===== src/lc4_pkg.sv =====
package lc4_pkg;

    localparam int WORD_W = 16;
    localparam int REG_SEL_W = 3;
    localparam int NZP_W = 3;

    typedef logic [WORD_W-1:0]    word_t;
    typedef logic [REG_SEL_W-1:0] reg_sel_t;
    typedef logic [NZP_W-1:0]     nzp_t;

    localparam nzp_t NZP_N = 3'b100;
    localparam nzp_t NZP_Z = 3'b010;
    localparam nzp_t NZP_P = 3'b001;

    localparam word_t DEFAULT_RESET_PC = 16'h8200;

    // instruction field positions
    localparam int OPC_MSB = 15;
    localparam int OPC_LSB = 12;
    localparam int RD_MSB = 11;
    localparam int RD_LSB = 9;
    localparam int RS_MSB = 8;
    localparam int RS_LSB = 6;
    localparam int RT_MSB = 2;
    localparam int RT_LSB = 0;
    localparam int SUBOP_MSB = 5;
    localparam int SUBOP_LSB = 3;
    localparam int IMM_FLAG_BIT = 5;
    localparam int IMM5_W = 5;
    localparam int IMM6_W = 6;
    localparam int IMM9_W = 9;
    localparam int IMM11_W = 11;

    typedef enum logic [3:0] {
        OP_BR    = 4'b0000,
        OP_ARITH = 4'b0001,
        OP_LOGIC = 4'b0101,
        OP_LDR   = 4'b0110,
        OP_STR   = 4'b0111,
        OP_CONST = 4'b1001,
        OP_JMP   = 4'b1100
    } opcode_t;

    // sub-op codes of the register forms
    localparam logic [2:0] SUB_ADD = 3'b000;
    localparam logic [2:0] SUB_SUB = 3'b010;
    localparam logic [2:0] SUB_AND = 3'b000;
    localparam logic [2:0] SUB_OR  = 3'b010;
    localparam logic [2:0] SUB_XOR = 3'b011;

    typedef enum logic [2:0] {
        ALU_ADD,
        ALU_SUB,
        ALU_AND,
        ALU_OR,
        ALU_XOR,
        ALU_IMM,
        ALU_ZERO
    } alu_op_t;

    typedef struct packed {
        reg_sel_t rs;
        reg_sel_t rt;
        reg_sel_t rd;
        logic     rs_read;
        logic     rt_read;
        logic     rd_write;
        logic     nzp_write;
        logic     load;
        logic     store;
        logic     branch;
        logic     jump;
        logic     jump_reg;
        alu_op_t  alu_op;
        word_t    imm;
        word_t    insn;
    } decoded_t;

    function automatic nzp_t nzp_of(word_t value);
        if (value == '0) begin
            return NZP_Z;
        end
        return value[WORD_W-1] ? NZP_N : NZP_P;
    endfunction

endpackage


===== src/lc4_stage_if.sv =====


// memory and writeback stage results, fed back for bypass and register write
interface wb_if;
    logic               m_valid;
    lc4_pkg::reg_sel_t  m_rd;
    logic               m_we;
    lc4_pkg::word_t     m_value;
    logic               w_valid;
    lc4_pkg::reg_sel_t  w_rd;
    logic               w_we;
    lc4_pkg::word_t     w_value;

    modport res (
        output m_valid, m_rd, m_we, m_value,
        output w_valid, w_rd, w_we, w_value
    );
    modport exe (
        input m_valid, m_rd, m_we, m_value,
        input w_valid, w_rd, w_we, w_value
    );
    modport dec (input w_valid, w_rd, w_we, w_value);
endinterface


===== src/lc4_result.sv =====
module lc4_result (
    input  logic              gwe,
    input  logic              i_arst_n,
    input  logic              i_x_valid,
    input  lc4_pkg::word_t    i_x_pc,
    input  lc4_pkg::decoded_t i_x_decoded,
    input  lc4_pkg::word_t    i_x_result,
    input  lc4_pkg::word_t    i_x_store_data,
    output lc4_pkg::word_t    o_dmem_addr,
    output logic              o_dmem_we,
    output lc4_pkg::word_t    o_dmem_wdata,
    input  lc4_pkg::word_t    i_dmem_data,
    wb_if.res                 wb,
    output logic              o_rf_we,
    output lc4_pkg::reg_sel_t o_rf_wsel,
    output lc4_pkg::word_t    o_rf_wdata
);

    logic              m_valid;
    lc4_pkg::word_t    m_pc;
    lc4_pkg::decoded_t m_dec;
    lc4_pkg::word_t    m_result;
    lc4_pkg::word_t    m_store_data;
    logic              w_valid;
    lc4_pkg::word_t    w_pc;
    lc4_pkg::reg_sel_t w_rd;
    logic              w_we;
    logic              w_load;
    lc4_pkg::word_t    w_result;
    lc4_pkg::word_t    w_load_data;
    lc4_pkg::word_t    w_value;
    logic              wm_hit;

    always_ff @(posedge gwe or negedge i_arst_n) begin
        if (!i_arst_n) begin
            m_valid <= 1'b0;
            w_valid <= 1'b0;
        end else begin
            m_valid <= i_x_valid;
            w_valid <= m_valid;
        end
    end

    always_ff @(posedge gwe) begin
        m_pc <= i_x_pc;
        m_dec <= i_x_decoded;
        m_result <= i_x_result;
        m_store_data <= i_x_store_data;
        w_pc <= m_pc;
        w_rd <= m_dec.rd;
        w_we <= m_dec.rd_write;
        w_load <= m_dec.load;
        w_result <= m_result;
        w_load_data <= i_dmem_data;
    end

    assign w_value = w_load ? w_load_data : w_result;

    // WM bypass of the store data register
    assign wm_hit = w_valid && w_we && w_rd == m_dec.rt;

    assign o_dmem_we = m_valid && m_dec.store;
    assign o_dmem_addr = (m_valid && (m_dec.load || m_dec.store)) ? m_result : '0;
    assign o_dmem_wdata = !o_dmem_we ? '0 : (wm_hit ? w_value : m_store_data);

    // loaded data goes back already in memory, for bypass and the load NZP
    assign wb.m_valid = m_valid;
    assign wb.m_rd = m_dec.rd;
    assign wb.m_we = m_dec.rd_write;
    assign wb.m_value = m_dec.load ? i_dmem_data : m_result;
    assign wb.w_valid = w_valid;
    assign wb.w_rd = w_rd;
    assign wb.w_we = w_we;
    assign wb.w_value = w_value;

    assign o_rf_we = w_valid && w_we;
    assign o_rf_wsel = w_rd;
    assign o_rf_wdata = w_value;

    a_no_store_on_load: assert property (
        @(posedge gwe) disable iff (!i_arst_n) !(o_dmem_we && m_valid && m_dec.load)
    );

    // a stall or flush never lets one instruction reach two stages at once
    a_no_duplicate: assert property (
        @(posedge gwe) disable iff (!i_arst_n) (m_valid && w_valid) |-> m_pc != w_pc
    );

endmodule


===== src/flat_wrapper.sv =====
// flat-port wrapper written by rule: the top's interface ports become plain ports
module lc4_result_flat 
  (gwe, i_arst_n, i_x_valid, i_x_pc, i_x_decoded, i_x_result, i_x_store_data, o_dmem_addr, o_dmem_we, o_dmem_wdata, i_dmem_data, o_rf_we, o_rf_wsel, o_rf_wdata, wb_m_valid, wb_m_rd, wb_m_we, wb_m_value, wb_w_valid, wb_w_rd, wb_w_we, wb_w_value);
  wb_if wb_i ();
  input  logic gwe;
  input  logic i_arst_n;
  input  logic i_x_valid;
  input  lc4_pkg::word_t i_x_pc;
  input  lc4_pkg::decoded_t i_x_decoded;
  input  lc4_pkg::word_t i_x_result;
  input  lc4_pkg::word_t i_x_store_data;
  output lc4_pkg::word_t o_dmem_addr;
  output logic o_dmem_we;
  output lc4_pkg::word_t o_dmem_wdata;
  input  lc4_pkg::word_t i_dmem_data;
  output logic o_rf_we;
  output lc4_pkg::reg_sel_t o_rf_wsel;
  output lc4_pkg::word_t o_rf_wdata;
  output wire logic [$bits(wb_i.m_valid)-1:0] wb_m_valid;
  output wire logic [$bits(wb_i.m_rd)-1:0] wb_m_rd;
  output wire logic [$bits(wb_i.m_we)-1:0] wb_m_we;
  output wire logic [$bits(wb_i.m_value)-1:0] wb_m_value;
  output wire logic [$bits(wb_i.w_valid)-1:0] wb_w_valid;
  output wire logic [$bits(wb_i.w_rd)-1:0] wb_w_rd;
  output wire logic [$bits(wb_i.w_we)-1:0] wb_w_we;
  output wire logic [$bits(wb_i.w_value)-1:0] wb_w_value;
  assign wb_m_valid = wb_i.m_valid;
  assign wb_m_rd = wb_i.m_rd;
  assign wb_m_we = wb_i.m_we;
  assign wb_m_value = wb_i.m_value;
  assign wb_w_valid = wb_i.w_valid;
  assign wb_w_rd = wb_i.w_rd;
  assign wb_w_we = wb_i.w_we;
  assign wb_w_value = wb_i.w_value;
  lc4_result u_core (.gwe(gwe), .i_arst_n(i_arst_n), .i_x_valid(i_x_valid), .i_x_pc(i_x_pc), .i_x_decoded(i_x_decoded), .i_x_result(i_x_result), .i_x_store_data(i_x_store_data), .o_dmem_addr(o_dmem_addr), .o_dmem_we(o_dmem_we), .o_dmem_wdata(o_dmem_wdata), .i_dmem_data(i_dmem_data), .wb(wb_i), .o_rf_we(o_rf_we), .o_rf_wsel(o_rf_wsel), .o_rf_wdata(o_rf_wdata));
endmodule

===== config.mk =====
export PLATFORM = sky130hd
export DESIGN_NAME = lc4_result_flat
export DESIGN_NICKNAME = d
export VERILOG_FILES = /design/src/lc4_pkg.sv /design/src/lc4_stage_if.sv /design/src/lc4_result.sv /design/src/flat_wrapper.sv
export SDC_FILE = /design/constraint.sdc
export NUM_CORES = 1
export LEC_CHECK = 0
export ABC_AREA = 1
export ABC_CLOCK_PERIOD_IN_PS = 1500
export BUFFER_PORTS_ARGS = -buffer_cell sky130_fd_sc_hd__buf_2
export CAP_MARGIN = 20
export CORE_ASPECT_RATIO = 0.9
export CORE_MARGIN = 3
export CORE_UTILIZATION = 39
export DETAILED_ROUTE_END_ITERATION = 8
export PLACE_DENSITY = 0.9
export REMOVE_ABC_BUFFERS = 1
export SLEW_MARGIN = 10
export SYNTH_ARGS = -nofsm -noshare
export SYNTH_HDL_FRONTEND = slang
export SYNTH_SLANG_ARGS = --single-unit

===== constraint.sdc =====
create_clock -name gwe -period 1.5 [get_ports gwe]
set_input_delay 0.15 -clock gwe [delete_from_list [all_inputs] [get_ports gwe]]
set_output_delay 0.15 -clock gwe [all_outputs]
set_load 0.02 [all_outputs]

# After elaboration in Yosys (flattened, before gate mapping)

Index checks and enable logic that the tools add are counted.

Register bits after elaboration: 80
Bits of input ports: 120
Output and inout bits: 95
Word-level logic and storage cells: 25

Eq/ne operators: 1
Mux-type cells: 5
Reductions and logical operators: 5

Operators with widths:

| cell              | number |
|---|---|
| $mux 16           | 5 |
| $logic_and 1x1->1 | 4 |
| $eq 3x3->1        | 1 |
| $logic_or 1x1->1  | 1 |

# Depth between registers and ports, before layout

Depth in word-level cells: 4
Mapped depth: 8
Depth with buffers taken out: 7

# Worst setup path after synthesis

OpenSTA, ideal clock, no wires.

Path type: register to output
Start point: register u_core.w_rd[0], in the netlist u_core.o_rf_wsel[0]
End point: output port o_dmem_wdata[0]
Arrival time: 1.307 ns
Required time: 1.350 ns
Path slack: 0.043 ns
Stages on the path, launching flop included: 8
Buffers on the path: 1
Cell sequence: dfxtp_1 > inv_1 > nand2_1 > nand2_2 > nor2_8 > buf_6 > a21oi_2 > nor2_1

Longest elaborated chain between the ends: 4

RTL lines:

| what                   | line               | source |
|---|---|---|
| start, declared        | lc4_result.sv:26   | `lc4_pkg::reg_sel_t w_rd;` |
| start signal, assigned | lc4_result.sv:50   | `w_rd <= m_dec.rd;` |
| $eq 3x3->1             | lc4_result.sv:60   | `assign wm_hit = w_valid && w_we && w_rd == m_dec.rt;` |
| $logic_and 1x1->1      | lc4_result.sv:60   |  |
| $mux 16 (2 in a row)   | lc4_result.sv:64   | `assign o_dmem_wdata = !o_dmem_we ? '0 : (wm_hit ? w_value : m_store_data);` |
| end, declared          | flat_wrapper.sv:14 | `output lc4_pkg::word_t o_dmem_wdata;` |

No other way between the ends.

# Worst setup path after layout

Start point: register u_core.m_dec[49] in the netlist's numbering
End point: output port o_dmem_wdata[9]

Longest elaborated chain between the ends: 4

RTL lines:

| what                   | line             | source |
|---|---|---|
| start, declared        | lc4_result.sv:21 | `lc4_pkg::decoded_t m_dec;` |
| start signal, assigned | lc4_result.sv:46 | `m_dec <= i_x_decoded;` |
| $eq 3x3->1             | lc4_result.sv:60 |  |
| $logic_and 1x1->1      | lc4_result.sv:60 |  |
| $mux 16 (2 in a row)   | lc4_result.sv:64 |  |

No other way between the ends.

==> run metrics <==
Routed Antenna Nets 0; clk slew on worst S/H paths roughly 0.070 ns; post-synthesis area per instance 8.57 um^2; setup slack after layout -0.309 ns; critical path class register to output port; final hold viol count 0; Core Box Area between 0.006 and 0.007 mm^2; post-synthesis cell count 330; most common cell after layout, fill and taps aside buf_2; Yosys warnings 0; die area 0.00831 mm^2; fmax 553 MHz; TNS Setup -4.72 ns; routed via count approximately 2900; worst stage delay on the critical path 0.36 ns; Critical Path AT 1.66 ns; first-pass GRT wire length 12600 um; initial core utilization 41.6%; vias in the first global route 2746; Pins Over Slew Limit 0; Tot Pwr 5.08 mW; CTS tree built; number of clock sinks 80; most frequent cells in the layout buf_2 (125), dfxtp_1 (72), dlygate4sd3_1 (59); global placer's final weighted congestion around 0.80; worst min-delay path category input port to asynchronous set/reset pin; P per Cell Area ~1000 mW/mm^2; synthesized cell area 0.00283 mm^2; fin util 75.0%; maximum vdd drop 729 uV; Setup crit start kind register; deepest clock path buffer count 2; # nets final roughly 660; max_slew headroom 83.6%; Cell Rows 28; DRC 0; CP Cell Sequence inv_1, nand2_1, nand2_2, nor2_4, buf_12, buf_12, nand3_1, nand2_1, nor2_1, buf_4; failing checks setup timing; register area share after synthesis between 50% and 60%; Worst Tran Pin Value around 0.24 ns; reg-to-reg setup timing slack 0.82 ns; initial drt markers between 70 and 80; Buf+Inv Stages, Crit Path 4; I/O pin count 215; Req. time, crit path 1.35 ns; FF+latch count, synth 80; largest net degree at the start of global routing 34; largest area contributor in the netlist dfxtp_1; Filler Cells Inserted about 460; Total Routing Usage GR just over 20%; P_leak about 2.6 nW; post-synth top area share 55.2%; Pre-antenna DRT Iters 4; minimum clock period 1.81 ns; clock skew roughly 0.0075 ns; Congestion Overflow GR 0; initial antenna violation count 0; Yosys cell types 19; Clk Latency, worst-skew pair 0.34 ns; Worst path top cell family by delay simple AND/OR/NAND/NOR gates; Die Y 86.8 um; CP max-delay cell dfxtp_2; Area contributors post-synth dfxtp_1 (55%), nand2_1 (7.6%), inv_1 (7.3%); Setup violations, final 33; CTS H-tree lvls 3; antenna fix cells 0; fin crit share 121%; CP max FO 6; area delta synth->final 80.3%; Die Span X 95.8 um; routed wire length 10300 um; outcome complete, but fails checks; Post-DP HPWL 5220 um; worst slack, placed -0.00499 ns; WL/cell 16.1 um; Worst setup EP type output port; max_cap viols 0; RSZ-0062 raised after global routing true; share of layout cells above drive strength 1 49.1%; CTS buffer count 9; IO Port Bufs 154; vias per cell 4.57; CTS root buf clkbuf_8
==> registers in the layout (all words and copies together), names as in the netlist, 3 cells and up <==
signal and cells:
u_core.m_result 16, u_core.m_store_data 16, u_core.w_load_data 16, u_core.w_result 16
u_core.m_dec 5, u_core.o_rf_wsel 3, u_core.wb.m_rd 3
==> synthesized netlist by cell type, drive strengths merged <==
cell type,count
clkinv,1
inv,55
dfxtp,78
nand3,16
a21oi,16
nor2,34
clkbuf,3
nand2,59
dfrtp,2
buf,33
o21ai,33
==> layout make-up <==
cell class              instances  area [um^2]  share of cell area, %
well taps                      90          113                   2.21
repair buffers                239         1960                   38.4
inverters                      56          210                   4.12
multi-input cells             158          991                   19.4
clock buffers                  11          131                   2.58
clock inverters                 4         70.1                   1.37
flip-flops and latches         80         1630                   31.9
==> power by group <==
group / total [mW] / switching (mW) / internal [mW]
Sequential: 2.31 / 0.0658 / 2.24
Combinational: 1.15 / 0.619 / 0.531
Clock: 1.63 / 0.704 / 0.924
==> what timing repair did <==
item / CTS / global route
pin swaps: 4 / 26
hold buffers: 59 / 0
gates resized for setup: 31 / 115
endpoints found under the hold margin: 60 / 0
gates cloned: 0 / 9
setup buffers: 3 / 7
endpoints found under the setup margin: 61 / 72
==> worst paths after layout <==
| kind | to | cells past startpoint | from |
|---|---|---|---|
| max in group asynchronous | u_core.wb.m_valid | 2 | i_arst_n |
| min reg2reg | u_core.w_result[7] | 0 | u_core.m_result[7] |
| min in group gwe | u_core.w_result[7] | 0 | u_core.m_result[7] |
| max reg2reg | u_core.w_load | 1 | u_core.m_dec[39] |
| min | u_core.wb.w_valid | 2 | i_arst_n |
| max | o_dmem_wdata[9] | 10 | u_core.m_dec[49] |
==> logic make-up after synthesis <==
logic type,Yosys count,share of synthesized area (%)
AOI/OAI and AO/OA,49,9.60
buffers and inverters,92,16.9
DFF,80,57.0
and+or+nand+nor,109,16.5
==> stage by stage <==
stage	hold slack [ns]	instances	instance area, um^2
after floorplan	-0.146	294	2560
final	0.139	638	5100
after global routing	0.129	638	5100
after CTS	0.114	622	4450
after detailed placement	-0.0643	545	3540
after global placement	-0.0650	545	3540
==> routing by layer <==
metal,vias to the layer above,wire length (um),GRT usage [%],share of wire (%)
li1,1408,-,-,-
met1,1368,3750,19.5,36
met2,126,5870,40.2,57
met3,13,546,5.82,5.3
met4,0,113,6.72,1.1
met5,-,0,0,0
(Power assumes the default switching activity.)
