<file path="config.mk">
export PLATFORM = sky130hd
export DESIGN_NAME = lc4_execute_flat
export DESIGN_NICKNAME = d
export VERILOG_FILES = /design/src/lc4_pkg.sv /design/src/lc4_stage_if.sv /design/src/lc4_execute.sv /design/src/flat_wrapper.sv
export SDC_FILE = /design/constraint.sdc
export NUM_CORES = 1
export LEC_CHECK = 0
export ABC_CLOCK_PERIOD_IN_PS = 8400
export BUFFER_PORTS_ARGS = -buffer_cell sky130_fd_sc_hd__buf_2
export CAP_MARGIN = 20
export CORE_ASPECT_RATIO = 0.75
export CORE_MARGIN = 2
export CORE_UTILIZATION = 39
export DETAILED_ROUTE_END_ITERATION = 8
export PLACE_DENSITY = 0.65
export SETUP_SLACK_MARGIN = 0.05
export SLEW_MARGIN = 20
export SYNTH_ARGS = -nofsm -noshare
export SYNTH_HDL_FRONTEND = slang
export SYNTH_SLANG_ARGS = --single-unit
</file>
<file path="constraint.sdc">
create_clock -name gwe -period 8.4 [get_ports gwe]
set_clock_uncertainty 0.1 [all_clocks]
set_input_delay 1.68 -clock gwe [delete_from_list [all_inputs] [get_ports gwe]]
set_output_delay 1.68 -clock gwe [all_outputs]
set_load 0.005 [all_outputs]
</file>
<file path="src/lc4_pkg.sv">
package lc4_pkg;

    localparam int WORD_W = 16;
    localparam int REG_SEL_W = 3;
    localparam int NZP_W = 3;

    typedef logic [WORD_W-1:0]    word_t;
    typedef logic [REG_SEL_W-1:0] reg_sel_t;
    typedef logic [NZP_W-1:0]     nzp_t;

    localparam nzp_t NZP_N = 3'b100;
    localparam nzp_t NZP_Z = 3'b010;
    localparam nzp_t NZP_P = 3'b001;

    localparam word_t DEFAULT_RESET_PC = 16'h8200;

    // instruction field positions
    localparam int OPC_MSB = 15;
    localparam int OPC_LSB = 12;
    localparam int RD_MSB = 11;
    localparam int RD_LSB = 9;
    localparam int RS_MSB = 8;
    localparam int RS_LSB = 6;
    localparam int RT_MSB = 2;
    localparam int RT_LSB = 0;
    localparam int SUBOP_MSB = 5;
    localparam int SUBOP_LSB = 3;
    localparam int IMM_FLAG_BIT = 5;
    localparam int IMM5_W = 5;
    localparam int IMM6_W = 6;
    localparam int IMM9_W = 9;
    localparam int IMM11_W = 11;

    typedef enum logic [3:0] {
        OP_BR    = 4'b0000,
        OP_ARITH = 4'b0001,
        OP_LOGIC = 4'b0101,
        OP_LDR   = 4'b0110,
        OP_STR   = 4'b0111,
        OP_CONST = 4'b1001,
        OP_JMP   = 4'b1100
    } opcode_t;

    // sub-op codes of the register forms
    localparam logic [2:0] SUB_ADD = 3'b000;
    localparam logic [2:0] SUB_SUB = 3'b010;
    localparam logic [2:0] SUB_AND = 3'b000;
    localparam logic [2:0] SUB_OR  = 3'b010;
    localparam logic [2:0] SUB_XOR = 3'b011;

    typedef enum logic [2:0] {
        ALU_ADD,
        ALU_SUB,
        ALU_AND,
        ALU_OR,
        ALU_XOR,
        ALU_IMM,
        ALU_ZERO
    } alu_op_t;

    typedef struct packed {
        reg_sel_t rs;
        reg_sel_t rt;
        reg_sel_t rd;
        logic     rs_read;
        logic     rt_read;
        logic     rd_write;
        logic     nzp_write;
        logic     load;
        logic     store;
        logic     branch;
        logic     jump;
        logic     jump_reg;
        alu_op_t  alu_op;
        word_t    imm;
        word_t    insn;
    } decoded_t;

    function automatic nzp_t nzp_of(word_t value);
        if (value == '0) begin
            return NZP_Z;
        end
        return value[WORD_W-1] ? NZP_N : NZP_P;
    endfunction

endpackage

</file>
<file path="src/lc4_stage_if.sv">
// decoded instruction and its operands, decode to execute
interface dx_if;
    logic               valid;
    lc4_pkg::word_t     pc;
    lc4_pkg::decoded_t  decoded;
    lc4_pkg::word_t     rs_data;
    lc4_pkg::word_t     rt_data;

    modport dec (output valid, pc, decoded, rs_data, rt_data);
    modport exe (input valid, pc, decoded, rs_data, rt_data);
endinterface

// memory and writeback stage results, fed back for bypass and register write
interface wb_if;
    logic               m_valid;
    lc4_pkg::reg_sel_t  m_rd;
    logic               m_we;
    lc4_pkg::word_t     m_value;
    logic               w_valid;
    lc4_pkg::reg_sel_t  w_rd;
    logic               w_we;
    lc4_pkg::word_t     w_value;

    modport res (
        output m_valid, m_rd, m_we, m_value,
        output w_valid, w_rd, w_we, w_value
    );
    modport exe (
        input m_valid, m_rd, m_we, m_value,
        input w_valid, w_rd, w_we, w_value
    );
    modport dec (input w_valid, w_rd, w_we, w_value);
endinterface

</file>
<file path="src/lc4_execute.sv">
module lc4_execute (
    input  logic              gwe,
    input  logic              i_arst_n,
    input  logic              i_stall,
    dx_if.exe                 dx,
    wb_if.exe                 wb,
    output logic              o_redirect,
    output lc4_pkg::word_t    o_redirect_pc,
    output logic              o_x_valid,
    output lc4_pkg::word_t    o_x_pc,
    output lc4_pkg::decoded_t o_x_decoded,
    output lc4_pkg::word_t    o_x_result,
    output lc4_pkg::word_t    o_x_store_data
);

    logic              x_valid;
    lc4_pkg::word_t    x_pc;
    lc4_pkg::decoded_t x_dec;
    lc4_pkg::word_t    x_rs_q;
    lc4_pkg::word_t    x_rt_q;
    lc4_pkg::word_t    rs_val;
    lc4_pkg::word_t    rt_val;
    lc4_pkg::word_t    alu_b;
    lc4_pkg::word_t    alu_y;
    logic              m_load_q;
    lc4_pkg::nzp_t     nzp_q;

    function automatic lc4_pkg::word_t bypass(
        lc4_pkg::reg_sel_t sel,
        lc4_pkg::word_t    reg_value,
        logic              m_hit_en,
        lc4_pkg::reg_sel_t m_rd,
        lc4_pkg::word_t    m_value,
        logic              w_hit_en,
        lc4_pkg::reg_sel_t w_rd,
        lc4_pkg::word_t    w_value
    );
        if (m_hit_en && m_rd == sel) begin
            return m_value;
        end
        if (w_hit_en && w_rd == sel) begin
            return w_value;
        end
        return reg_value;
    endfunction

    always_ff @(posedge gwe or negedge i_arst_n) begin
        if (!i_arst_n) begin
            x_valid <= 1'b0;
        end else begin
            x_valid <= dx.valid;
        end
    end

    always_ff @(posedge gwe) begin
        x_pc <= dx.pc;
        x_dec <= dx.decoded;
        x_rs_q <= dx.rs_data;
        x_rt_q <= dx.rt_data;
    end

    // MX ahead of WX ahead of the value read in decode
    always_comb begin
        rs_val = bypass(x_dec.rs, x_rs_q, wb.m_valid && wb.m_we, wb.m_rd, wb.m_value,
                        wb.w_valid && wb.w_we, wb.w_rd, wb.w_value);
        rt_val = bypass(x_dec.rt, x_rt_q, wb.m_valid && wb.m_we, wb.m_rd, wb.m_value,
                        wb.w_valid && wb.w_we, wb.w_rd, wb.w_value);
    end

    assign alu_b = x_dec.rt_read ? rt_val : x_dec.imm;

    always_comb begin
        case (x_dec.alu_op)
            lc4_pkg::ALU_ADD: alu_y = rs_val + alu_b;
            lc4_pkg::ALU_SUB: alu_y = rs_val - alu_b;
            lc4_pkg::ALU_AND: alu_y = rs_val & alu_b;
            lc4_pkg::ALU_OR:  alu_y = rs_val | alu_b;
            lc4_pkg::ALU_XOR: alu_y = rs_val ^ alu_b;
            lc4_pkg::ALU_IMM: alu_y = x_dec.imm;
            default:          alu_y = '0;
        endcase
    end

    // loads and stores carry their address as the result
    assign o_x_result = (x_dec.load || x_dec.store) ? rs_val + x_dec.imm : alu_y;
    assign o_x_store_data = rt_val;
    assign o_x_valid = x_valid;
    assign o_x_pc = x_pc;
    assign o_x_decoded = x_dec;

    always_ff @(posedge gwe or negedge i_arst_n) begin
        if (!i_arst_n) begin
            m_load_q <= 1'b0;
            nzp_q <= '0;
        end else begin
            m_load_q <= x_valid && x_dec.load;
            if (x_valid && x_dec.nzp_write && !x_dec.load) begin
                nzp_q <= lc4_pkg::nzp_of(o_x_result);
            end else if (m_load_q) begin
                nzp_q <= lc4_pkg::nzp_of(wb.m_value);
            end
        end
    end

    assign o_redirect = x_valid &&
                        ((x_dec.branch &&
                          |(x_dec.insn[lc4_pkg::RD_MSB:lc4_pkg::RD_LSB] & nzp_q)) ||
                         x_dec.jump);
    assign o_redirect_pc = x_dec.jump_reg ? rs_val : x_pc + 16'd1 + x_dec.imm;

    // the slot behind a redirect is always flushed
    a_redirect_flush: assert property (
        @(posedge gwe) disable iff (!i_arst_n) o_redirect |=> !x_valid
    );

    // a load-use stall hands execute a bubble
    a_stall_bubble: assert property (
        @(posedge gwe) disable iff (!i_arst_n) i_stall |=> !x_valid
    );

endmodule

</file>
<file path="src/flat_wrapper.sv">
// flat-port wrapper written by rule: the top's interface ports become plain ports
module lc4_execute_flat 
  (gwe, i_arst_n, i_stall, o_redirect, o_redirect_pc, o_x_valid, o_x_pc, o_x_decoded, o_x_result, o_x_store_data, dx_valid, dx_pc, dx_decoded, dx_rs_data, dx_rt_data, wb_m_valid, wb_m_rd, wb_m_we, wb_m_value, wb_w_valid, wb_w_rd, wb_w_we, wb_w_value);
  dx_if dx_i ();
  wb_if wb_i ();
  input  logic gwe;
  input  logic i_arst_n;
  input  logic i_stall;
  output logic o_redirect;
  output lc4_pkg::word_t o_redirect_pc;
  output logic o_x_valid;
  output lc4_pkg::word_t o_x_pc;
  output lc4_pkg::decoded_t o_x_decoded;
  output lc4_pkg::word_t o_x_result;
  output lc4_pkg::word_t o_x_store_data;
  input wire logic [$bits(dx_i.valid)-1:0] dx_valid;
  input wire logic [$bits(dx_i.pc)-1:0] dx_pc;
  input wire logic [$bits(dx_i.decoded)-1:0] dx_decoded;
  input wire logic [$bits(dx_i.rs_data)-1:0] dx_rs_data;
  input wire logic [$bits(dx_i.rt_data)-1:0] dx_rt_data;
  input wire logic [$bits(wb_i.m_valid)-1:0] wb_m_valid;
  input wire logic [$bits(wb_i.m_rd)-1:0] wb_m_rd;
  input wire logic [$bits(wb_i.m_we)-1:0] wb_m_we;
  input wire logic [$bits(wb_i.m_value)-1:0] wb_m_value;
  input wire logic [$bits(wb_i.w_valid)-1:0] wb_w_valid;
  input wire logic [$bits(wb_i.w_rd)-1:0] wb_w_rd;
  input wire logic [$bits(wb_i.w_we)-1:0] wb_w_we;
  input wire logic [$bits(wb_i.w_value)-1:0] wb_w_value;
  assign dx_i.valid = dx_valid;
  assign dx_i.pc = dx_pc;
  assign dx_i.decoded = dx_decoded;
  assign dx_i.rs_data = dx_rs_data;
  assign dx_i.rt_data = dx_rt_data;
  assign wb_i.m_valid = wb_m_valid;
  assign wb_i.m_rd = wb_m_rd;
  assign wb_i.m_we = wb_m_we;
  assign wb_i.m_value = wb_m_value;
  assign wb_i.w_valid = wb_w_valid;
  assign wb_i.w_rd = wb_w_rd;
  assign wb_i.w_we = wb_w_we;
  assign wb_i.w_value = wb_w_value;
  lc4_execute u_core (.gwe(gwe), .i_arst_n(i_arst_n), .i_stall(i_stall), .dx(dx_i), .wb(wb_i), .o_redirect(o_redirect), .o_redirect_pc(o_redirect_pc), .o_x_valid(o_x_valid), .o_x_pc(o_x_pc), .o_x_decoded(o_x_decoded), .o_x_result(o_x_result), .o_x_store_data(o_x_store_data));
endmodule
</file>
== Word-level counts from Yosys, hierarchy flattened ==
Cells that the tools add are included.

* Add/sub/neg operators: 5
* Equal/unequal tests: 9
* Mux-type cells: 31
* Bitwise operators: 4
* Reduce and logical (&&, ||, !) cells: 19

{| class="wikitable"
|+ Operators by type and width
! operator !! count
|-
| 2-to-1 mux 16 bit || 11
|-
| one-hot mux 16 bit (6 select lines) || 1
|-
| adder 16 bit || 3
|-
| zero test 16 bit || 2
|-
| 2-to-1 mux 3 bit || 8
|-
| adder 16 x 1 -> 16 bit (second input constant) || 1
|-
| AND 16 bit || 1
|-
| bitwise OR 16 bit || 1
|-
| subtractor 16 bit || 1
|-
| bitwise XOR 16 bit || 1
|-
| == test 3 bit || 4
|-
| logical AND 1 bit || 11
|-
| 2-to-1 mux 1 bit || 11
|-
| == test 3 x 2 -> 1 bit (second input constant) || 2
|-
| == test 3 bit (second input constant) || 2
|-
| AND 3 bit || 1
|-
| == test 3 x 1 -> 1 bit (second input constant) || 1
|-
| zero test 3 bit || 1
|-
| OR reduction 3 bit || 1
|-
| logical OR 1 bit || 2
|-
| nonzero test 2 bit || 1
|-
| zero test 1 bit || 1
|}

* Flip-flop bits (word level): 106
* Input bits: 147
* Logic and storage cells: 89

== Depth between registers and ports, before layout ==
Gate-level depths: netlist of run 1.

* Depth after elaboration: 15
* Gate-level depth with buffers: 23

== Worst setup path before layout of run 1 ==
Ideal clock, no wire load.

* Path kind: input-to-output
* Start point: in wb_w_rd[1]
* End point: out o_x_result[15]
* Arrival: 6220 ps
* Data required time: 6620 ps
* Setup slack: 400 ps
* Cell stages on the path: 23
* Buffers on the path: 2
* Path through: xor2_1 > or4_4 > buf_6 > buf_6 > a211oi_1 > o22ai_1 > inv_1 > ha_1 > nand2_1 > nor3b_1 > a41oi_1 > xnor2_1 > ha_1 > nand2_1 > nor2_1 > nand3_1 > nor3_1 > nor3_1 > or2_2 > o2111a_1 > a2111oi_4 > a21oi_2 > or2_1

* Cells in the longest elaborated chain, start to end: 10

{| class="wikitable"
|+ RTL lines
! element !! line !! RTL
|-
| start, declared || flat_wrapper.sv:26 || <nowiki>input wire logic [$bits(wb_i.w_rd)-1:0] wb_w_rd;</nowiki>
|-
| == test 3 bit || lc4_execute.sv:41 || <nowiki>if (w_hit_en && w_rd == sel) begin</nowiki>
|-
| logical AND 1 bit || lc4_execute.sv:41 ||
|-
| 2-to-1 mux 1 bit (2 in a row) || lc4_execute.sv:41 ||
|-
| 2-to-1 mux 16 bit || lc4_execute.sv:44 || <nowiki>return reg_value;</nowiki>
|-
| 2-to-1 mux 16 bit || lc4_execute.sv:41 ||
|-
| 2-to-1 mux 16 bit || lc4_execute.sv:70 || <nowiki>assign alu_b = x_dec.rt_read ? rt_val : x_dec.imm;</nowiki>
|-
| subtractor 16 bit, or another cell as far along || lc4_execute.sv:75 || <nowiki>lc4_pkg::ALU_SUB: alu_y = rs_val - alu_b;</nowiki>
|-
| one-hot mux 16 bit (6 select lines) || lc4_execute.sv:73 || <nowiki>case (x_dec.alu_op)</nowiki>
|-
| 2-to-1 mux 16 bit (*) || lc4_execute.sv:85 || <nowiki>assign o_x_result = (x_dec.load || x_dec.store) ? rs_val + x_dec.imm : alu_y;</nowiki>
|-
| end, declared || flat_wrapper.sv:14 || <nowiki>output lc4_pkg::word_t o_x_result;</nowiki>
|}

Mark *: on every way between the ends. The rest lies on a longest branch, timed or not. The select of a mux whose other input is x is not followed.

== Worst setup path in the final report of run 1 ==
* Start point: in wb_w_rd[2]
* End point: out o_x_result[15]

Same word-level chain as after synthesis.

==> run_results.csv, run 1 <==
group,metric,value,unit
worst_setup_path,cpPeakStageDelay,0.67,ns
floorplan,row_count,43,
global_routing,grt.busiest_layer,"met2",
clock_tree,clock_latency,0.36,ns
routing,viasPerCell,5.420,
worst_setup_path,worst_path_max_delay_cell,"or4_4",
sta,fin_crit_sh,97.46,%
worst_setup_path,critPathRequiredTime,6.62,ns
place,post_dp_cell_area,9354,sq um
global_routing,grt_first_pass_wirelength,39.12,mm
logic_synthesis,syn_area,7418,sq um
min_path,min_path_cells,1,
global_routing,grt_max_degree,43,
clock_tree,cts_tree,"built",
logic_synthesis,syn_area_per_cell,8.270,sq um
final_layout,antenna_cells,0,
routing,wl_per_cell,17.86,um
routing,vias,7859,
sta,setup_viol_count_final,0,
routing,ant_nets,0,
global_routing,antenna_found_initial,0,
place,gp_congestion,0.9045,
worst_setup_path,setup.worst_path.end,"o_x_result[15]",
routing,first_iter_violations,531,
sta,slew_headroom,42.65,%
floorplan,die_h,123.4,um
logic_synthesis,synth_nets,1126,
worst_setup_path,cp-start-kind,"primary input",
worst_setup_path,setup.worst_path.class,"primary input to output port",
logic_synthesis,postSynthCellCount,897,
floorplan,core-area,18560,sq um
floorplan,ios,266,
pwr,vdd_drop_max,0.1086,mV
global_routing,use_met1,33.92,%
global_routing,gr-total-overflow,0,
worst_setup_path,arrival,6.41,ns
place,numPortBuffers,264,
clock_tree,cts_buffers,9,
place,dp_hpwl,20.87,mm
pwr,power.density,161.4,nW/um^2
worst_setup_path,critPathLaunch,"wb_w_rd[2]",
final_layout,stdcell_area,9922,sq um
floorplan,die_w,163.3,um
logic_synthesis,ys_warn_count,0,
routing,drcViolationCount,0,
clock_tree,clk_pin_slew,0.07,ns
pwr,cellLeakagePower,4.702,nW
worst_setup_path,r2r-end,"u_core.nzp_q[0]",
global_routing,grtUsageTotal,25.14,%
logic_synthesis,yosys_register_bits,106,
clock_tree,cts.htree.levels,3,
worst_setup_path,cp_max_fo,10,
sta,hold_viol,0,
worst_setup_path,path_depth,20,
final_layout,area_delta_synth_final,33.75,%
global_routing,grt_pass1_vias,7292,
routing,drtPass1Iterations,5,
sta,worst_pin_slew,0.8571,ns
floorplan,dieArea,20150,sq um
logic_synthesis,synth_cell_types,75,
outcome,outcome,"complete, no violations",
logic_synthesis,synth_edf_count,0,
sta,final_max_slew_viol_count,0,
clock_tree,cts-root-buf,"clkbuf_16",
sta,max_freq,0.1222,GHz
final_layout,final_cell_count_no_fill,1450,
worst_setup_path,ff2ff_path_depth,24,
logic_synthesis,async_flop_share,4.717,%
routing,wirelength,25.90,mm
final_layout,nNetsFinal,1428,
sta,period_minus_slack,8.186,ns
worst_setup_path,crit_chain,"buf_2 > xor2_4 > or4_4 > buf_8 > a211oi_1 > o2bb2ai_2 > nor4_4 > and2_4 > a21oi_1 > xnor2_1 > ha_1 > nand3_2 > nor3_4 > nor3_2 > or2_2 > o2111a_1 > a2111oi_4 > a21oi_2 > or2_1 > buf_2",
worst_setup_path,critPathBufInv,3,
worst_setup_path,cpMostUsedCell,"buf_2",
worst_setup_path,critPathCaptureType,"output port",
worst_setup_path,crit_family,"simple AND/OR/NAND/NOR gates",
place,place_inst,1425,
floorplan,start_util,39.97,%
clock_tree,clk_path_buf_depth,2,
logic_synthesis,seq_area_frac_synth,28.94,%
global_routing,gr-usage-met2,41.77,%
clock_tree,cts.sinks,106,
worst_setup_path,timing.rr.start,"u_core.o_x_decoded[49]",
logic_synthesis,ys.flop_type,"dfxtp_1",
global_routing,grt.met3_usage,5.099,%
job,drv_cap,0,
pwr,p_total,1.601,mW
final_layout,drive_gt1_share,33.42,%
min_path,hold_path.class,"register to register",
worst_setup_path,reg2reg_slack,2.67,ns
[report_power, final]
group,switching [mW],leakage [nW],internal (mW)
clock network,0.209,0.142,0.235
registers,0.0226,0.914,0.531
logic,0.326,3.65,0.278
total,0.558,4.70,1.04
[cell usage in the layout (no fill, tap or decap), types with 7 or more instances in the layout]
cell type / n
nor3_1: 13
inv_1: 53
o21ai_0: 56
or3_1: 7
nor2b_1: 9
xnor2_1: 34
a211oi_2: 8
buf_4: 63
nor2_1: 87
ha_1: 78
nand3_1: 21
nand2b_1: 12
xor2_1: 19
mux2i_1: 27
nor4_1: 24
nand2_1: 63
clkbuf_16: 9
a211oi_1: 12
buf_2: 264
a21oi_1: 63
or2_2: 7
a221oi_1: 9
dfxtp_1: 101
a21o_1: 8
a31oi_1: 8
[kinds of logic after synthesis]
| family | after synthesis | synth area share (%) |
|---|---|---|
| xor+xnor | 54 | 6.376 |
| buf+inv | 94 | 4.959 |
| mux | 30 | 4.098 |
| fa+ha+maj | 82 | 14.13 |
| simple gates | 286 | 19.28 |
| compound gates | 245 | 22.21 |
| flops | 106 | 28.94 |
[worst min path at each step]
stage	start	to	slack (ns)
after floorplan	u_core.o_x_decoded[39]	u_core.m_load_q	0.41
after CTS	u_core.o_x_valid	u_core.m_load_q	0.44
after global placement	u_core.o_x_valid	u_core.m_load_q	0.42
after global routing	u_core.o_x_valid	u_core.m_load_q	0.47
after detailed placement	u_core.o_x_valid	u_core.m_load_q	0.43
final	u_core.o_x_valid	u_core.m_load_q	0.44
[routing by layer]
layer | routed length [um] | share of wire (%) | up-vias
met3 | 2002 | 7.7 | 25
met4 | 338 | 1.3 | 0
met2 | 11750 | 45 | 323
met1 | 11820 | 46 | 3663
met5 | 0 | 0 | -
li1 | - | - | 3848
[sequential cells by signal, indices dropped and copies added, names as in the netlist]
signal,count
u_core.m_load_q,1
u_core.nzp_q,3
u_core.o_x_decoded,53
u_core.o_x_pc,16
u_core.o_x_valid,1
u_core.x_rs_q,16
u_core.x_rt_q,16
[timing repair]
item                       in CTS  in global routing
setup buffers                   0                 10
setup endpoints to repair       0                  2
hold buffers                    0                  0
resized for setup               0                 40
[Yosys cell counts, drive strengths merged, types with 5 or more instances]
library cell,count,area share [%]
xnor2,34,4.0
nor2,89,4.5
xor2,20,2.4
a221o,5,0.67
nand2,65,3.3
o21a,6,0.61
o211ai,6,0.61
dfrtp,5,1.7
nand3,22,1.5
a31oi,8,0.67
nor2b,9,0.76
buf,7,0.56
nor4,29,2.7
o2bb2ai,7,0.83
dfxtp,101,27
or3,7,0.59
inv,55,2.8
nand2b,12,1.0
o21ai,61,4.1
a21oi,68,4.8
ha,79,13
or2,8,0.67
a21o,8,0.81
and3,5,0.42
nor3,19,1.5
a221oi,9,1.1
clkbuf,32,1.6
a211oi,22,2.4
mux2i,27,3.6
o31a,5,0.59
[stage by stage]
| step | util [%] | setup TNS [ns] | worst slack, ns | hold slack [ns] |
|---|---|---|---|---|
| floorplan | - | 0 | 0.4003 | 0.4129 |
| detailed placement | 50.39 | 0 | 0.1224 | 0.4337 |
| CTS | 52.02 | 0 | 0.1096 | 0.4411 |
| global placement | 50.39 | 0 | 0.1543 | 0.4226 |
| finish | 53.45 | 0 | 0.2136 | 0.4369 |
| global route | 53.45 | -0.01531 | -0.01531 | 0.4657 |
[layout make-up]
class / instances / area (sq um)
well taps: 247 / 309.0
clock buffers: 9 / 225.2
inverters: 55 / 206.4
multi-input cells: 697 / 5109
flip-flops and latches: 106 / 2147
repair buffers: 330 / 1849
fillers: 1794 / 8640
clock inverters: 6 / 76.32
(Power assumes the default switching activity.)
==> run 2, diff against run 1 <==
- GPL_TIMING_DRIVEN: unset -> 0
==> run 2 against run 1 <==
  * Sequential share of layout area increased by 0.34 points
  * Critical path depth is 4 higher
  * Fmax fell by 0.48%
  * Final area decreased by 1.6%
  * Count of clock-buffer cells in the layout up 1
  * Wire length up 6.3%
  * Non-clock buffer count is 5 lower
  * Core utilization down 0.84 points
  * Highest routed layer unchanged
==> run_results.csv, run 2 (synthesis results as in run 1) <==
group,metric,value,unit
global_routing,grt_pass1_vias,7430,
pwr,p_total,1.617,mW
final_layout,multi_input_area,5120,sq um
sta,hold_viol,0,
sta,setup_tns,0,ns
clock_tree,clock_latency,0.37,ns
outcome,outcome,"complete, no violations",
pwr,cellLeakagePower,4.586,nW
final_layout,n_fill_cell,1827,
floorplan,dieArea,20150,sq um
global_routing,use_met1,37.33,%
job,drv_cap,0,
sta,final_max_slew_viol_count,0,
pwr,power.density,165.5,nW/um^2
clock_tree,clk_pin_slew,0.08,ns
sta,worst_slack,0.1738,ns
sta,fin_crit_sh,97.93,%
worst_setup_path,timing.rr.start,"u_core.o_x_decoded[32]",
place,place_ws,-0.8369,ns
floorplan,ios,266,
place,gp_congestion,0.8925,
final_layout,largest_reg_flops,53,
sta,slew_headroom,31.07,%
clock_tree,clk_path_buf_depth,2,
global_routing,grtUsageTotal,26.71,%
final_layout,final-seq-area,2147,sq um
worst_setup_path,r2r-end,"u_core.nzp_q[0]",
final_layout,final_common_cell,"buf_2",
worst_setup_path,critPathCaptureType,"output port",
global_routing,grt.met3_usage,5.770,%
routing,first_iter_violations,804,
worst_setup_path,reg2reg_slack,1.89,ns
routing,ant_nets,0,
routing,drcViolationCount,0,
clock_tree,ctsHoldBuffers,0,
clock_tree,cts-root-buf,"clkbuf_16",
floorplan,row_count,43,
min_path,min_from,"u_core.o_x_valid",
floorplan,start_util,39.97,%
place,numPortBuffers,264,
routing,drtPass1Iterations,5,
routing,wirelength,27.55,mm
worst_setup_path,cp-start-kind,"primary input",
global_routing,gr-usage-met2,42.33,%
floorplan,die_w,163.3,um
min_path,min_path_cells,1,
floorplan,core-area,18560,sq um
sta,rsz0062_at_grt,"yes",
final_layout,drive_gt1_share,30.94,%
pwr,vdd_drop_max,0.1247,mV
sta,setup_viol_count_final,0,
worst_setup_path,cp_max_fo,8,
clock_tree,cts_tree,"built",
sta,worst_pin_slew,1.023,ns
sta,max_freq,0.1216,GHz
clock_tree,cts_buffers,9,
global_routing,antenna_found_initial,0,
final_layout,fin_util,52.62,%
floorplan,die_h,123.4,um
global_routing,grt.busiest_layer,"met2",
routing,viasPerCell,5.589,
worst_setup_path,arrival,6.45,ns
final_layout,antenna_cells,0,
global_routing,grt_first_pass_wirelength,40.93,mm
final_layout,nNetsFinal,1423,
place,dp_hpwl,22.00,mm
sta,period_minus_slack,8.226,ns
sta,whs,0.4513,ns
routing,wl_per_cell,19.05,um
routing,vias,8082,
worst_setup_path,critPathRequiredTime,6.62,ns
worst_setup_path,ff2ff_path_depth,20,
min_path,hold_path.class,"register to register",
global_routing,gr-total-overflow,0,
min_path,whs_endpoint,"u_core.m_load_q",
final_layout,most-common-layout-cells,"buf_2, dfxtp_1, nor2_1",
clock_tree,cts.sinks,106,
final_layout,area_delta_synth_final,31.66,%
clock_tree,cts.htree.levels,3,
global_routing,grt_max_degree,20,
worst_setup_path,setup.worst_path.class,"primary input to output port",
==> run 2: changes by cell type in the layout (fill, tap and decap cells not counted), sizes merged <==
cell,previous run,this run
buf,330,298
clkbuf,9,37
clkinvlp,2,0
inv,57,59
==> run 2: area by class of cell <==
| class | count | area share (%) |
|---|---|---|
| Multi-Input combinational cell | 697 | 52.42 |
| Inverter | 55 | 2.114 |
| Clock buffer | 10 | 2.447 |
| Timing Repair Buffer | 286 | 15.22 |
| Clock inverter | 6 | 0.8071 |
| Buffer | 39 | 1.845 |
| Tap cell | 247 | 3.164 |
| Sequential cell | 106 | 21.98 |
==> run 2: worst max path at each step <==
stage               start  slack (ns)  cells after the start              to
2_1_floorplan  wb_w_rd[1]        0.40                     23  o_x_result[15]
3_3_place_gp   wb_m_rd[2]       -0.77                     25  o_x_result[15]
3_5_place_dp   wb_w_rd[2]       -0.84                     19  o_x_result[14]
4_1_cts        wb_m_rd[2]        0.05                     17  o_x_result[14]
5_1_grt        wb_m_rd[2]       -0.03                     24  o_x_result[15]
6_report       wb_w_rd[1]        0.17                     24  o_x_result[15]
==> run 2: critical path, cell delays in order <==
cell,delay [ns]
buf_2,0.12
xor2_1,0.18
or4_4,0.53
buf_6,0.16
a211oi_2,0.25
nor2_1,0.11
a21oi_2,0.21
inv_1,0.12
nor3_4,0.30
buf_4,0.16
nor2_1,0.04
xnor2_1,0.16
ha_1,0.35
nand3_1,0.11
nand2_1,0.12
nor3b_4,0.34
nor3_4,0.10
nor3_4,0.26
or2_4,0.17
nor3_1,0.07
a2111oi_4,0.41
a21oi_2,0.12
or2_1,0.24
buf_2,0.13
==> run 2: report_power, final <==
group          switching (mW)  internal [mW]
Clock                   0.221          0.247
Combinational           0.333          0.261
Sequential             0.0246          0.531
Total                   0.578           1.04
==> run 2: metrics by stage <==
step | instance area (sq um) | std cells
final | 9767 | 1446
after floorplan | 7418 | 897
after CTS | 9530 | 1433
after global placement | 9049 | 1408
after global routing | 9767 | 1446
after detailed placement | 9049 | 1408
==> run 2: timing repair <==
action | in CTS | in global routing
pin swaps | 7 | 14
setup endpoints to repair | 6 | 2
setup buffers | 9 | 13
resized for setup | 26 | 43
==> run 2: per-layer routing <==
layer | share of wire [%] | vias to the layer above
met3 | 9.3 | 33
met2 | 43 | 391
met4 | 1.7 | 0
met5 | 0 | -
met1 | 46 | 3815
li1 | - | 3843
